<file path="src/common/rv_pkg.sv">
package rv_pkg;

	// datapath and register file widths
	localparam int XLEN = 32;
	localparam int NREGS = 32;
	localparam int REG_AW = 5;
	// first fetch address out of reset
	localparam logic [XLEN-1:0] RESET_PC = '0;

	// major opcodes
	localparam logic [6:0] OPC_R = 7'b0110011;
	localparam logic [6:0] OPC_IMM = 7'b0010011;
	localparam logic [6:0] OPC_LOAD = 7'b0000011;
	localparam logic [6:0] OPC_JALR = 7'b1100111;
	localparam logic [6:0] OPC_STORE = 7'b0100011;
	localparam logic [6:0] OPC_BRANCH = 7'b1100011;
	localparam logic [6:0] OPC_LUI = 7'b0110111;
	localparam logic [6:0] OPC_AUIPC = 7'b0010111;
	localparam logic [6:0] OPC_JAL = 7'b1101111;

	// load/store access size
	localparam logic [2:0] F3_B = 3'b000;
	localparam logic [2:0] F3_H = 3'b001;
	localparam logic [2:0] F3_W = 3'b010;
	localparam logic [2:0] F3_BU = 3'b100;
	localparam logic [2:0] F3_HU = 3'b101;

	// alu ops, shared by R and I forms
	localparam logic [2:0] F3_ADD = 3'b000;
	localparam logic [2:0] F3_SLL = 3'b001;
	localparam logic [2:0] F3_SLT = 3'b010;
	localparam logic [2:0] F3_SLTU = 3'b011;
	localparam logic [2:0] F3_XOR = 3'b100;
	localparam logic [2:0] F3_SR = 3'b101;
	localparam logic [2:0] F3_OR = 3'b110;
	localparam logic [2:0] F3_AND = 3'b111;

	// branch compares
	localparam logic [2:0] F3_BEQ = 3'b000;
	localparam logic [2:0] F3_BNE = 3'b001;
	localparam logic [2:0] F3_BLT = 3'b100;
	localparam logic [2:0] F3_BGE = 3'b101;
	localparam logic [2:0] F3_BLTU = 3'b110;
	localparam logic [2:0] F3_BGEU = 3'b111;

	// sequencer states
	localparam logic [2:0] ST_FETCH = 3'd0;
	localparam logic [2:0] ST_DECODE = 3'd1;
	localparam logic [2:0] ST_EXECUTE = 3'd2;
	localparam logic [2:0] ST_MEM = 3'd3;
	localparam logic [2:0] ST_WB = 3'd4;

	typedef enum logic [3:0] {
		CLS_R,
		CLS_IMM,
		CLS_LOAD,
		CLS_JALR,
		CLS_STORE,
		CLS_BRANCH,
		CLS_LUI,
		CLS_AUIPC,
		CLS_JAL,
		CLS_ILLEGAL
	} op_class_e;

	// instruction formats, msb first
	typedef struct packed {
		logic [6:0] funct7;
		logic [4:0] rs2;
		logic [4:0] rs1;
		logic [2:0] funct3;
		logic [4:0] rd;
		logic [6:0] opcode;
	} r_fmt_t;

	typedef struct packed {
		logic [11:0] imm11_0;
		logic [4:0] rs1;
		logic [2:0] funct3;
		logic [4:0] rd;
		logic [6:0] opcode;
	} i_fmt_t;

	typedef struct packed {
		logic [6:0] imm11_5;
		logic [4:0] rs2;
		logic [4:0] rs1;
		logic [2:0] funct3;
		logic [4:0] imm4_0;
		logic [6:0] opcode;
	} s_fmt_t;

	typedef struct packed {
		logic imm12;
		logic [5:0] imm10_5;
		logic [4:0] rs2;
		logic [4:0] rs1;
		logic [2:0] funct3;
		logic [3:0] imm4_1;
		logic imm11;
		logic [6:0] opcode;
	} b_fmt_t;

	typedef struct packed {
		logic [19:0] imm31_12;
		logic [4:0] rd;
		logic [6:0] opcode;
	} u_fmt_t;

	typedef struct packed {
		logic imm20;
		logic [9:0] imm10_1;
		logic imm11;
		logic [7:0] imm19_12;
		logic [4:0] rd;
		logic [6:0] opcode;
	} j_fmt_t;

	// one instruction word, six views
	typedef union packed {
		r_fmt_t r;
		i_fmt_t i;
		s_fmt_t s;
		b_fmt_t b;
		u_fmt_t u;
		j_fmt_t j;
	} rv_instr_u;

endpackage

</file>
<file path="src/common/decode_if.sv">
`timescale 1ns/1ps

interface decode_if;
	import rv_pkg::*;

	// instruction class from the opcode
	op_class_e op_class;
	logic [2:0] funct3;
	logic [6:0] funct7;
	// register indices
	logic [REG_AW-1:0] rs1;
	logic [REG_AW-1:0] rs2;
	logic [REG_AW-1:0] rd;
	// sign-extended immediate of whatever format
	logic [XLEN-1:0] imm;

	// decoder side
	modport dec (
		output op_class, funct3, funct7, rs1, rs2, rd, imm
	);

	// control, execute, regfile
	modport view (
		input op_class, funct3, funct7, rs1, rs2, rd, imm
	);

endinterface

</file>
<file path="src/hw/cpu/rv_control.sv">
`timescale 1ns/1ps

module rv_control (
	input logic clk,
	input logic reset,
	input logic i_dmem_waitrequest,
	decode_if.view i_dec,
	output logic o_fetch,
	output logic o_decode_en,
	output logic o_exec_en,
	output logic o_mem_rd,
	output logic o_mem_wr,
	output logic o_load_capture,
	output logic o_wb_en,
	output logic o_pc_commit
);
	import rv_pkg::*;

	logic [2:0] state;
	logic [2:0] next_state;
	logic is_load;
	logic is_store;
	logic writes_rd;

	// class of the instruction in flight
	assign is_load = (i_dec.op_class == CLS_LOAD);
	assign is_store = (i_dec.op_class == CLS_STORE);

	// stores, branches and no-ops leave rd alone
	always_comb begin
		case (i_dec.op_class)
			CLS_R, CLS_IMM, CLS_LOAD, CLS_JALR, CLS_LUI, CLS_AUIPC, CLS_JAL: begin
				writes_rd = 1'b1;
			end
			default: begin
				writes_rd = 1'b0;
			end
		endcase
	end

	always_ff @(posedge clk or posedge reset) begin
		if (reset) begin
			state <= ST_FETCH;
		end else begin
			state <= next_state;
		end
	end

	// FETCH -> DECODE -> EXECUTE -> [MEM] -> WB
	always_comb begin
		case (state)
			ST_FETCH: begin
				next_state = ST_DECODE;
			end
			ST_DECODE: begin
				next_state = ST_EXECUTE;
			end
			ST_EXECUTE: begin
				// only loads and stores touch the data port
				next_state = (is_load || is_store) ? ST_MEM : ST_WB;
			end
			ST_MEM: begin
				// hold the request under back-pressure
				next_state = i_dmem_waitrequest ? ST_MEM : ST_WB;
			end
			ST_WB: begin
				next_state = ST_FETCH;
			end
			default: begin
				next_state = ST_FETCH;
			end
		endcase
	end

	// strobes straight from the state
	assign o_fetch = (state == ST_FETCH);
	assign o_decode_en = (state == ST_DECODE);
	assign o_exec_en = (state == ST_EXECUTE);
	assign o_mem_rd = (state == ST_MEM) && is_load;
	assign o_mem_wr = (state == ST_MEM) && is_store;
	// read completes on the first edge without waitrequest
	assign o_load_capture = o_mem_rd && !i_dmem_waitrequest;
	// every instruction commits PC here, branches included
	assign o_pc_commit = (state == ST_WB);
	assign o_wb_en = (state == ST_WB) && writes_rd;

endmodule

</file>
<file path="src/hw/cpu/rv_cpu.sv">
`timescale 1ns/1ps

module rv_cpu (
	input logic clk,
	input logic reset,

	// instruction fetch port, fixed one-cycle read
	output logic [rv_pkg::XLEN-1:0] o_imem_addr,
	output logic o_imem_rd,
	input logic [rv_pkg::XLEN-1:0] i_imem_rddata,

	// load/store port with waitrequest
	output logic [rv_pkg::XLEN-1:0] o_dmem_addr,
	output logic o_dmem_rd,
	output logic o_dmem_wr,
	output logic [rv_pkg::XLEN-1:0] o_dmem_wrdata,
	output logic [3:0] o_dmem_byte_en,
	input logic [rv_pkg::XLEN-1:0] i_dmem_rddata,
	input logic i_dmem_waitrequest
);
	import rv_pkg::*;

	// sequencer strobes
	logic decode_en;
	logic exec_en;
	logic load_capture;
	logic wb_en;
	logic pc_commit;

	// regfile read data into execute
	logic [XLEN-1:0] rs1_data;
	logic [XLEN-1:0] rs2_data;
	logic [XLEN-1:0] result;

	// decoded fields, valid from end of DECODE
	decode_if dec_bus ();

	rv_control u_control (
		.clk (clk),
		.reset (reset),
		.i_dmem_waitrequest (i_dmem_waitrequest),
		.i_dec (dec_bus.view),
		.o_fetch (o_imem_rd),
		.o_decode_en (decode_en),
		.o_exec_en (exec_en),
		.o_mem_rd (o_dmem_rd),
		.o_mem_wr (o_dmem_wr),
		.o_load_capture (load_capture),
		.o_wb_en (wb_en),
		.o_pc_commit (pc_commit)
	);

	rv_decoder u_decoder (
		.clk (clk),
		.reset (reset),
		.i_decode_en (decode_en),
		.i_instr (i_imem_rddata),
		.o_dec (dec_bus.dec)
	);

	rv_execute u_execute (
		.clk (clk),
		.reset (reset),
		.i_exec_en (exec_en),
		.i_pc_commit (pc_commit),
		.i_rs1_data (rs1_data),
		.i_rs2_data (rs2_data),
		.i_dec (dec_bus.view),
		.o_pc (o_imem_addr),
		.o_result (result),
		.o_ldst_addr (o_dmem_addr),
		.o_wrdata (o_dmem_wrdata),
		.o_byte_en (o_dmem_byte_en)
	);

	rv_regfile u_regfile (
		.clk (clk),
		.reset (reset),
		.i_wb_en (wb_en),
		.i_load_capture (load_capture),
		.i_result (result),
		.i_dmem_rddata (i_dmem_rddata),
		.i_dec (dec_bus.view),
		.o_rs1_data (rs1_data),
		.o_rs2_data (rs2_data)
	);

endmodule

</file>
<file path="src/hw/cpu/rv_decoder.sv">
`timescale 1ns/1ps

module rv_decoder (
	input logic clk,
	input logic reset,
	input logic i_decode_en,
	input logic [rv_pkg::XLEN-1:0] i_instr,
	decode_if.dec o_dec
);
	import rv_pkg::*;

	rv_instr_u instr;
	op_class_e cls;
	logic [XLEN-1:0] imm;

	// fetched word arrives the cycle after the imem read
	assign instr = i_instr;

	// opcode classification, anything unknown becomes a no-op
	always_comb begin
		case (instr.r.opcode)
			OPC_R: cls = CLS_R;
			OPC_IMM: cls = CLS_IMM;
			OPC_LOAD: cls = CLS_LOAD;
			OPC_JALR: cls = CLS_JALR;
			OPC_STORE: cls = CLS_STORE;
			OPC_BRANCH: cls = CLS_BRANCH;
			OPC_LUI: cls = CLS_LUI;
			OPC_AUIPC: cls = CLS_AUIPC;
			OPC_JAL: cls = CLS_JAL;
			default: cls = CLS_ILLEGAL;
		endcase
	end

	// immediate per format, sign bit is always instr[31]
	always_comb begin
		case (cls)
			CLS_IMM, CLS_LOAD, CLS_JALR: begin
				imm = {{20{instr.i.imm11_0[11]}}, instr.i.imm11_0};
			end
			CLS_STORE: begin
				imm = {{20{instr.s.imm11_5[6]}}, instr.s.imm11_5, instr.s.imm4_0};
			end
			CLS_BRANCH: begin
				imm = {{20{instr.b.imm12}}, instr.b.imm11, instr.b.imm10_5,
					instr.b.imm4_1, 1'b0};
			end
			CLS_LUI, CLS_AUIPC: begin
				imm = {instr.u.imm31_12, 12'b0};
			end
			CLS_JAL: begin
				imm = {{12{instr.j.imm20}}, instr.j.imm19_12, instr.j.imm11,
					instr.j.imm10_1, 1'b0};
			end
			default: begin
				// R-type and no-op carry none
				imm = '0;
			end
		endcase
	end

	always_ff @(posedge clk or posedge reset) begin
		if (reset) begin
			o_dec.op_class <= CLS_ILLEGAL;
		end else if (i_decode_en) begin
			o_dec.op_class <= cls;
		end
	end

	// index fields sit at the same bits in every format
	always_ff @(posedge clk) begin
		if (i_decode_en) begin
			o_dec.funct3 <= instr.r.funct3;
			o_dec.funct7 <= instr.r.funct7;
			o_dec.rs1 <= instr.r.rs1;
			o_dec.rs2 <= instr.r.rs2;
			o_dec.rd <= instr.r.rd;
			o_dec.imm <= imm;
		end
	end

endmodule

</file>
<file path="src/hw/cpu/rv_execute.sv">
`timescale 1ns/1ps

module rv_execute (
	input logic clk,
	input logic reset,
	input logic i_exec_en,
	input logic i_pc_commit,
	input logic [rv_pkg::XLEN-1:0] i_rs1_data,
	input logic [rv_pkg::XLEN-1:0] i_rs2_data,
	decode_if.view i_dec,
	output logic [rv_pkg::XLEN-1:0] o_pc,
	output logic [rv_pkg::XLEN-1:0] o_result,
	output logic [rv_pkg::XLEN-1:0] o_ldst_addr,
	output logic [rv_pkg::XLEN-1:0] o_wrdata,
	output logic [3:0] o_byte_en
);
	import rv_pkg::*;

	logic [XLEN-1:0] pc_q;
	logic [XLEN-1:0] next_pc_q;
	logic [XLEN-1:0] op_b;
	logic [4:0] shamt;
	logic [XLEN-1:0] alu;
	logic [XLEN-1:0] result;
	logic [XLEN-1:0] next_pc;
	logic [XLEN-1:0] pc_plus4;
	logic [XLEN-1:0] pc_plus_imm;
	logic taken;
	logic [XLEN-1:0] wrdata;
	logic [3:0] byte_en;

	assign pc_plus4 = pc_q + 32'd4;
	assign pc_plus_imm = pc_q + i_dec.imm;

	// second operand is rs2 only for R-type
	assign op_b = (i_dec.op_class == CLS_R) ? i_rs2_data : i_dec.imm;
	assign shamt = op_b[4:0];

	always_comb begin
		case (i_dec.funct3)
			F3_ADD: begin
				// sub exists only in R form
				if (i_dec.op_class == CLS_R && i_dec.funct7[5]) begin
					alu = i_rs1_data - op_b;
				end else begin
					alu = i_rs1_data + op_b;
				end
			end
			F3_SLL: alu = i_rs1_data << shamt;
			F3_SLT: alu = {31'b0, $signed(i_rs1_data) < $signed(op_b)};
			F3_SLTU: alu = {31'b0, i_rs1_data < op_b};
			F3_XOR: alu = i_rs1_data ^ op_b;
			F3_SR: begin
				// funct7[5] is imm[10] for srai as well
				if (i_dec.funct7[5]) begin
					alu = $unsigned($signed(i_rs1_data) >>> shamt);
				end else begin
					alu = i_rs1_data >> shamt;
				end
			end
			F3_OR: alu = i_rs1_data | op_b;
			default: alu = i_rs1_data & op_b;
		endcase
	end

	// branch condition
	always_comb begin
		case (i_dec.funct3)
			F3_BEQ: taken = (i_rs1_data == i_rs2_data);
			F3_BNE: taken = (i_rs1_data != i_rs2_data);
			F3_BLT: taken = ($signed(i_rs1_data) < $signed(i_rs2_data));
			F3_BGE: taken = ($signed(i_rs1_data) >= $signed(i_rs2_data));
			F3_BLTU: taken = (i_rs1_data < i_rs2_data);
			F3_BGEU: taken = (i_rs1_data >= i_rs2_data);
			default: taken = 1'b0;
		endcase
	end

	// result and next pc by class
	always_comb begin
		result = alu;
		next_pc = pc_plus4;
		case (i_dec.op_class)
			CLS_JAL: begin
				result = pc_plus4;
				next_pc = pc_plus_imm;
			end
			CLS_JALR: begin
				result = pc_plus4;
				next_pc = (i_rs1_data + i_dec.imm) & ~32'd1;
			end
			CLS_BRANCH: next_pc = taken ? pc_plus_imm : pc_plus4;
			CLS_AUIPC: result = pc_plus_imm;
			CLS_LUI: result = i_dec.imm;
			default: ;
		endcase
	end

	// low lane only, upper bits zero
	always_comb begin
		case (i_dec.funct3)
			F3_B, F3_BU: begin
				byte_en = 4'b0001;
				wrdata = {24'b0, i_rs2_data[7:0]};
			end
			F3_H, F3_HU: begin
				byte_en = 4'b0011;
				wrdata = {16'b0, i_rs2_data[15:0]};
			end
			F3_W: begin
				byte_en = 4'b1111;
				wrdata = i_rs2_data;
			end
			default: begin
				byte_en = 4'b1111;
				wrdata = i_rs2_data;
			end
		endcase
	end

	always_ff @(posedge clk) begin
		if (i_exec_en) begin
			o_result <= result;
			next_pc_q <= next_pc;
			o_ldst_addr <= i_rs1_data + i_dec.imm;
			o_wrdata <= wrdata;
			o_byte_en <= byte_en;
		end
	end

	// pc moves only at the end of writeback
	always_ff @(posedge clk or posedge reset) begin
		if (reset) begin
			pc_q <= RESET_PC;
		end else if (i_pc_commit) begin
			pc_q <= next_pc_q;
		end
	end

	assign o_pc = pc_q;

endmodule

</file>
<file path="src/hw/cpu/rv_regfile.sv">
`timescale 1ns/1ps

module rv_regfile (
	input logic clk,
	input logic reset,
	input logic i_wb_en,
	input logic i_load_capture,
	input logic [rv_pkg::XLEN-1:0] i_result,
	input logic [rv_pkg::XLEN-1:0] i_dmem_rddata,
	decode_if.view i_dec,
	output logic [rv_pkg::XLEN-1:0] o_rs1_data,
	output logic [rv_pkg::XLEN-1:0] o_rs2_data
);
	import rv_pkg::*;

	logic [XLEN-1:0] regs [NREGS];
	logic [XLEN-1:0] ld_word;
	logic [XLEN-1:0] ld_ext;
	logic [XLEN-1:0] wr_val;

	// x0 is hardwired
	assign o_rs1_data = (i_dec.rs1 == '0) ? '0 : regs[i_dec.rs1];
	assign o_rs2_data = (i_dec.rs2 == '0) ? '0 : regs[i_dec.rs2];

	// read word held from MEM until writeback
	always_ff @(posedge clk) begin
		if (i_load_capture) begin
			ld_word <= i_dmem_rddata;
		end
	end

	// extend from the low lane
	always_comb begin
		case (i_dec.funct3)
			F3_B: ld_ext = {{24{ld_word[7]}}, ld_word[7:0]};
			F3_H: ld_ext = {{16{ld_word[15]}}, ld_word[15:0]};
			F3_BU: ld_ext = {24'b0, ld_word[7:0]};
			F3_HU: ld_ext = {16'b0, ld_word[15:0]};
			F3_W: ld_ext = ld_word;
			default: ld_ext = ld_word;
		endcase
	end

	assign wr_val = (i_dec.op_class == CLS_LOAD) ? ld_ext : i_result;

	always_ff @(posedge clk or posedge reset) begin
		if (reset) begin
			for (int i = 0; i < NREGS; i++) begin
				regs[i] <= '0;
			end
		end else if (i_wb_en && i_dec.rd != '0) begin
			regs[i_dec.rd] <= wr_val;
		end
	end

endmodule

</file>
<file path="config.mk">
export PLATFORM = sky130hd
export DESIGN_NAME = rv_cpu
export DESIGN_NICKNAME = d
export VERILOG_FILES = /design/src/common/rv_pkg.sv /design/src/common/decode_if.sv /design/src/hw/cpu/rv_control.sv /design/src/hw/cpu/rv_cpu.sv /design/src/hw/cpu/rv_decoder.sv /design/src/hw/cpu/rv_execute.sv /design/src/hw/cpu/rv_regfile.sv
export SDC_FILE = /design/constraint.sdc
export NUM_CORES = 2
export LEC_CHECK = 0
export ABC_AREA = 0
export BUFFER_PORTS_ARGS = -buffer_cell sky130_fd_sc_hd__buf_2
export CORE_UTILIZATION = 42
export CTS_CLUSTER_DIAMETER = 50
export DETAILED_ROUTE_END_ITERATION = 6
export PLACE_DENSITY = 0.59
export SLEW_MARGIN = 10
export SYNTH_ARGS = -nofsm -noshare
export SYNTH_HDL_FRONTEND = slang
export SYNTH_HIERARCHICAL = 1
export SYNTH_SLANG_ARGS = --single-unit
</file>
<file path="constraint.sdc">
create_clock -name clk -period 46 [get_ports clk]
set_clock_uncertainty 0.1 [all_clocks]
set_input_delay 4.6 -clock clk [delete_from_list [all_inputs] [get_ports clk]]
set_output_delay 4.6 -clock clk [all_outputs]
set_load 0.05 [all_outputs]
</file>
Word level (Yosys, flattened, before mapping):

Cells that the tools add are included.

* bits in registers: 1283
* latch bits: 0
* RAM bits: 0
* memory bits (read-only): 0
* input port bits: 67
* output and inout bits: 103
* word-level logic and storage cells: 159
* memories kept: 0

* add/sub/neg operators: 5
* multipliers: 0
* div/mod/pow operators: 0
* magnitude comparators: 10
* eq/ne operators: 38
* shift operators: 3
* mux-type cells: 29
* bitwise logic cells: 6
* reduce and logical (&&, ||, !) cells: 21

Operators by type and width (count)
* $bwmux 1024: 1
* $mux 32: 12
* $bmux 32 s5: 2
* $pmux 32 s7: 1
* $pmux 32 s3: 2
* $demux 32 s5: 1
* $pmux 32 s5: 1
* $lt 32x32->1: 4
* $pmux 32 s4: 1
* $add 32x32->32: 3
* $ge 32x32->1: 2
* $pmux 32 s2: 1
* $pmux 4 s9: 1
* $add 32x3->32 const B: 1
* $and 32x32->32: 1
* $eq 32x32->1: 1
* $eq 4x3->1 const B: 8
* $ne 32x32->1: 1
* $or 32x32->32: 1
* $shl 32x5->32: 1
* $shr 32x5->32: 1
* $sshr 32x5->32: 1
* $sub 32x32->32: 1
* $xor 32x32->32: 1
* other kinds (28): 62

Longest topological paths before layout:

* word-level depth: 10
* gate-level depth with buffers: 25
* gate-level depth less buffers: 19

By module:

Netlist, hierarchy kept.

Modules (own cells, without submodules)
* rv_regfile: instances 1, cells each 4839, area an instance 54393.4 um^2, seq. area each 26585.5 um^2
* rv_execute: instances 1, cells each 2435, area an instance 19930.4 um^2, seq. area each 4704.5 um^2
* rv_decoder: instances 1, cells each 167, area an instance 2497.4 um^2, seq. area each 1814.2 um^2
* rv_control: instances 1, cells each 29, area an instance 224.0 um^2, seq. area each 75.1 um^2

Worst setup path before layout:

No wires, ideal clock.

* path kind: input port to flip-flop
* start: input port i_dmem_waitrequest
* end: register u_regfile.ld_word[0] (enable)
* library setup time: 513 ps
* arrival: 7991 ps
* data required time: 45387 ps
* setup slack: 37395 ps
* stages: 1
* path buffers: 0
* path through: nor4b_1

* cells in the longest elaborated chain, start to end: 2

RTL lines
* from (decl): line rv_cpu.sv:19 `input logic i_dmem_waitrequest`
* $logic_not 1->1: line rv_control.sv:82 `assign o_load_capture = o_mem_rd && !i_dmem_waitrequest;`
* $logic_and 1x1->1: line rv_control.sv:82
* to (signal assigned): line rv_regfile.sv:28 `ld_word <= i_dmem_rddata;`
* to (decl): line rv_regfile.sv:17 `logic [XLEN-1:0] ld_word;`

Every way passes these cells.
A chain may end at the register's enable or synchronous reset.

Worst setup path in the final report:

* start: register u_decoder.o_dec.rs2[2]
* end: register u_execute.next_pc_q[28] (data pin)

* cells in the longest elaborated chain, start to end: 9
* elaborated cells on any way between the ends: 15
* those cells by class: order compare: 4; eq/ne: 2; mux: 7; bitwise: 1; reduce/logical: 1

RTL lines
* from (decl): line decode_if.sv:19 `output op_class, funct3, funct7, rs1, rs2, rd, imm`
* $not 5->6 (not written as such): line rv_regfile.sv:23 `assign o_rs2_data = (i_dec.rs2 == '0) ? '0 : regs[i_dec.rs2];`
* $bmux 32 s5: line rv_regfile.sv:23
* $mux 32 (not written as such) (2 in series): line rv_regfile.sv:23
* $mux 32 (*): line rv_regfile.sv:23
* net rs2_data[21]: line rv_cpu.sv:32 `logic [XLEN-1:0] rs2_data;`
* $ge 32x32->1, or another cell as far along: line rv_execute.sv:74 `F3_BGEU: taken = (i_rs1_data >= i_rs2_data);`
* $pmux 1 s6 (*): line rv_execute.sv:68 `case (i_dec.funct3)`
* $mux 32 (*): line rv_execute.sv:92 `CLS_BRANCH: next_pc = taken ? pc_plus_imm : pc_plus4;`
* $pmux 32 s3 (*): line rv_execute.sv:83 `case (i_dec.op_class)`
* net u_execute.next_pc[28]: line rv_execute.sv:25 `logic [XLEN-1:0] next_pc;`
* to (signal assigned): line rv_execute.sv:124 `next_pc_q <= next_pc;`
* to (decl): line rv_execute.sv:20 `logic [XLEN-1:0] next_pc_q;`

Mark *: on every way through the listed nets, which the timed path passes. The rest lies on a longest branch. The select of a mux whose other input is x is not followed.

==> results by group <==
Route
  – Post-route ant nets: 0
  – 1st-pass router iterations: 6
  – Initial drt markers: 7,140
  – Routed len/inst: 30.5 um
  – DRT Wirelength: 299 mm
  – Via/cell ratio: 6.41
  – Vias: 62,700
  – DRC viols: 0

STA
  – Fin crit period: 9150 ps
  – Final setup violation count: 0
  – Max-slew violation count: 0
  – RSZ-0062 raised after global routing: no
  – Max-Slew Margin vs Limit: 12.2%
  – Fin Hold WS: 295 ps
  – FMAX: 109 MHz
  – Period utilisation layout: 19.9%
  – Fin Setup TNS: 0 ps
  – Tightest Pin Transition: 1310 ps
  – Final hold viol count: 0

Synth
  – Synth warn: 6
  – Area of the mapped netlist: 76,900 um^2
  – Cells after synthesis: 7,464
  – Avg Cell Area, Syn: 10.3 um^2
  – Syn nets: 7,728

Pwr
  – Int Pwr: 0.00313 W
  – Logic gate share of total power: 50.0%
  – Share of power burned in registers: 27.6%
  – Clk network pwr share: 22.4%
  – Pwr Density: 68.0 nW/um^2
  – Pleak: 35.6 nW
  – Max VDD drop: 48.4 uV
  – Sw frac: 45.9%
  – Net Sw Power: 0.00265 W

Floorplanning
  – Die area: 185,000 um^2
  – Core ar.: 181,000 um^2
  – Horiz. Die Dim: 430 um
  – Num rows: 156
  – Die height: 430 um
  – # IOs: 170
  – Starting Density: 42.4%

Clocking
  – Post-CTS sizing: 0
  – CTS tree: done
  – Clk root buf: clkbuf_16
  – Clock tree buffer depth: 3
  – H-tree levels: 4
  – Later-pin clock latency in the skew report: 820 ps
  – Clock sink count: 1,276
  – Hold Buf Count CTS: 0
  – Post-CTS setup buffer count: 0
  – Clock transition at the registers of the reported paths: 60 ps
  – Cts bufs inserted: 155

Setup path
  – Worst Path Required: 46,440 ps
  – Crit-path max cell delay: 920 ps
  – Worst path top cell family by delay: compound AO/OA/AOI/OAI gates
  – Critical path arrival: 9590 ps
  – Crit path launch type: flip-flop
  – CP Capture Type: flip-flop
  – Critical path class: reg2reg
  – Worst path buffer plus inverter count: 5
  – CP cell instances: buf_4 > buf_12 > buf_4 > buf_4 > mux2i_1 > a221oi_1 > o21ai_0 > a311oi_1 > inv_1 > ha_1 > nand4_1 > nor4_2 > nand3_1 > mux2_2 > a2111oi_0 > o211ai_1 > a21boi_4 > nor2_1 > a221o_1
  – CP max stage cell: a311oi_1
  – Crit-path max FO: 85
  – Top cell by count, worst path: buf_4

Placed design
  – RePlAce Congestion: 0.991
  – Placed instance area: 79,700 um^2
  – Port-buffer cells: 168
  – DP HPWL: 192 mm

Run status
  – Status: finished, final reports clean

Job
  – Max_cap viols: 0

GRT
  – GRT overflow: 0
  – Initial antenna violation count: 9
  – Number of global-route vias before repair: 60,700
  – First-pass GRT wire length: 432 mm
  – GRT Util Overall: 32.0%
  – Largest net degree at the start of global routing: 194

Finish
  – Final #Nets: 7,559
  – Area grow syn2layout: 10.7%
  – Share of cells above drive strength 1: 19.4%
  – Core Util, Final: 46.9%
  – Final instance area: 85,100 um^2

Worst hold path
  – HP Class: reg2reg
-- flip-flops by register name (all words and copies together), names as in the netlist, 5 cells and up --
signal                 cells
u_decoder/o_dec.imm       32
u_regfile/regs          1024
u_decoder/o_dec.rd         5
u_execute/o_wrdata        32
u_execute/o_pc            32
u_execute/o_result        32
u_decoder/o_dec.rs1        5
u_execute/o_ldst_addr     32
u_decoder/o_dec.rs2        5
u_regfile/ld_word         32
u_execute/next_pc_q       32
-- worst paths after layout --
path	startpoint	to	slack, ps	cells after the start
max in group asynchronous	reset	u_regfile/regs[893]$_DFFE_PP0P_	38570	5
setup / recovery	u_decoder/o_dec.rs2[2]$_DFFE_PP_	u_execute/next_pc_q[28]$_DFFE_PP_	36850	19
hold reg to reg	u_regfile/regs[1010]$_DFFE_PP0P_	u_regfile/regs[1010]$_DFFE_PP0P_	300	0
hold / removal	u_regfile/regs[1010]$_DFFE_PP0P_	u_regfile/regs[1010]$_DFFE_PP0P_	300	0
setup reg to reg	u_decoder/o_dec.rs2[2]$_DFFE_PP_	u_execute/next_pc_q[28]$_DFFE_PP_	36850	19
min in group asynchronous	reset	u_control/state[1]$_DFF_PP0_	3710	2
-- power groups by stage --
stage          clock [W]  combinational [W]  sequential, W
6_report         0.00129            0.00289        0.00160
5_1_grt          0.00135            0.00304        0.00162
4_1_cts          0.00131            0.00282        0.00159
3_5_place_dp           0            0.00281        0.00161
3_3_place_gp           0            0.00280        0.00160
2_1_floorplan          0            0.00178        0.00165
-- metal layers --
metal | wire [um] | track usage [%] | part of all wire [%] | vias to the layer above
met1 | 114000 | 40.0 | 38 | 31400
met2 | 137000 | 50.4 | 46 | 3263
met3 | 26000 | 6.78 | 8.7 | 902
met4 | 22100 | 20.3 | 7.4 | 12
met5 | 80 | 0 | 0.027 | -
li1 | - | - | - | 27200
-- cell usage in the layout, fill, tap and decap left out, types with 28 or more instances in the layout --
master	n
a221oi_1	62
nand2_1	1245
mux4_2	465
and2_1	28
clkbuf_16	158
mux2_2	130
inv_1	160
o21ai_0	888
a22oi_1	74
dfrtp_1	1061
a21oi_1	238
buf_2	168
o211ai_1	49
a221o_1	30
ha_1	194
mux2i_1	239
nor2_1	250
xnor2_1	77
xor2_1	43
nor3_1	35
edfxtp_1	213
clkbuf_1	28
o21ai_1	342
o21ai_2	73
a31oi_1	35
nor2b_1	79
a311oi_1	35
a21o_1	58
buf_4	191
nand3_1	78
a311oi_2	33
a211oi_1	102
-- through the flow --
step | setup slack [ps] | instances | power, W
2_1_floorplan | 12480 | 7464 | 0.00343
3_3_place_gp | 37300 | 9508 | 0.00440
3_5_place_dp | 37290 | 9508 | 0.00442
4_1_cts | 37260 | 9787 | 0.00573
5_1_grt | 36800 | 9787 | 0.00601
6_report | 36850 | 9788 | 0.00578
-- final cells by class --
cell class,instances,area [um^2]
inverter,168,641
clock inverter,74,1070
clock buffer,205,4320
multi-input combinational,5325,40600
sequential,1276,33000
timing repair buffer,369,2470
tap,2370,2970
antenna,1,2.50
fill,16700,96200
Power figures use the tool's default switching activity.
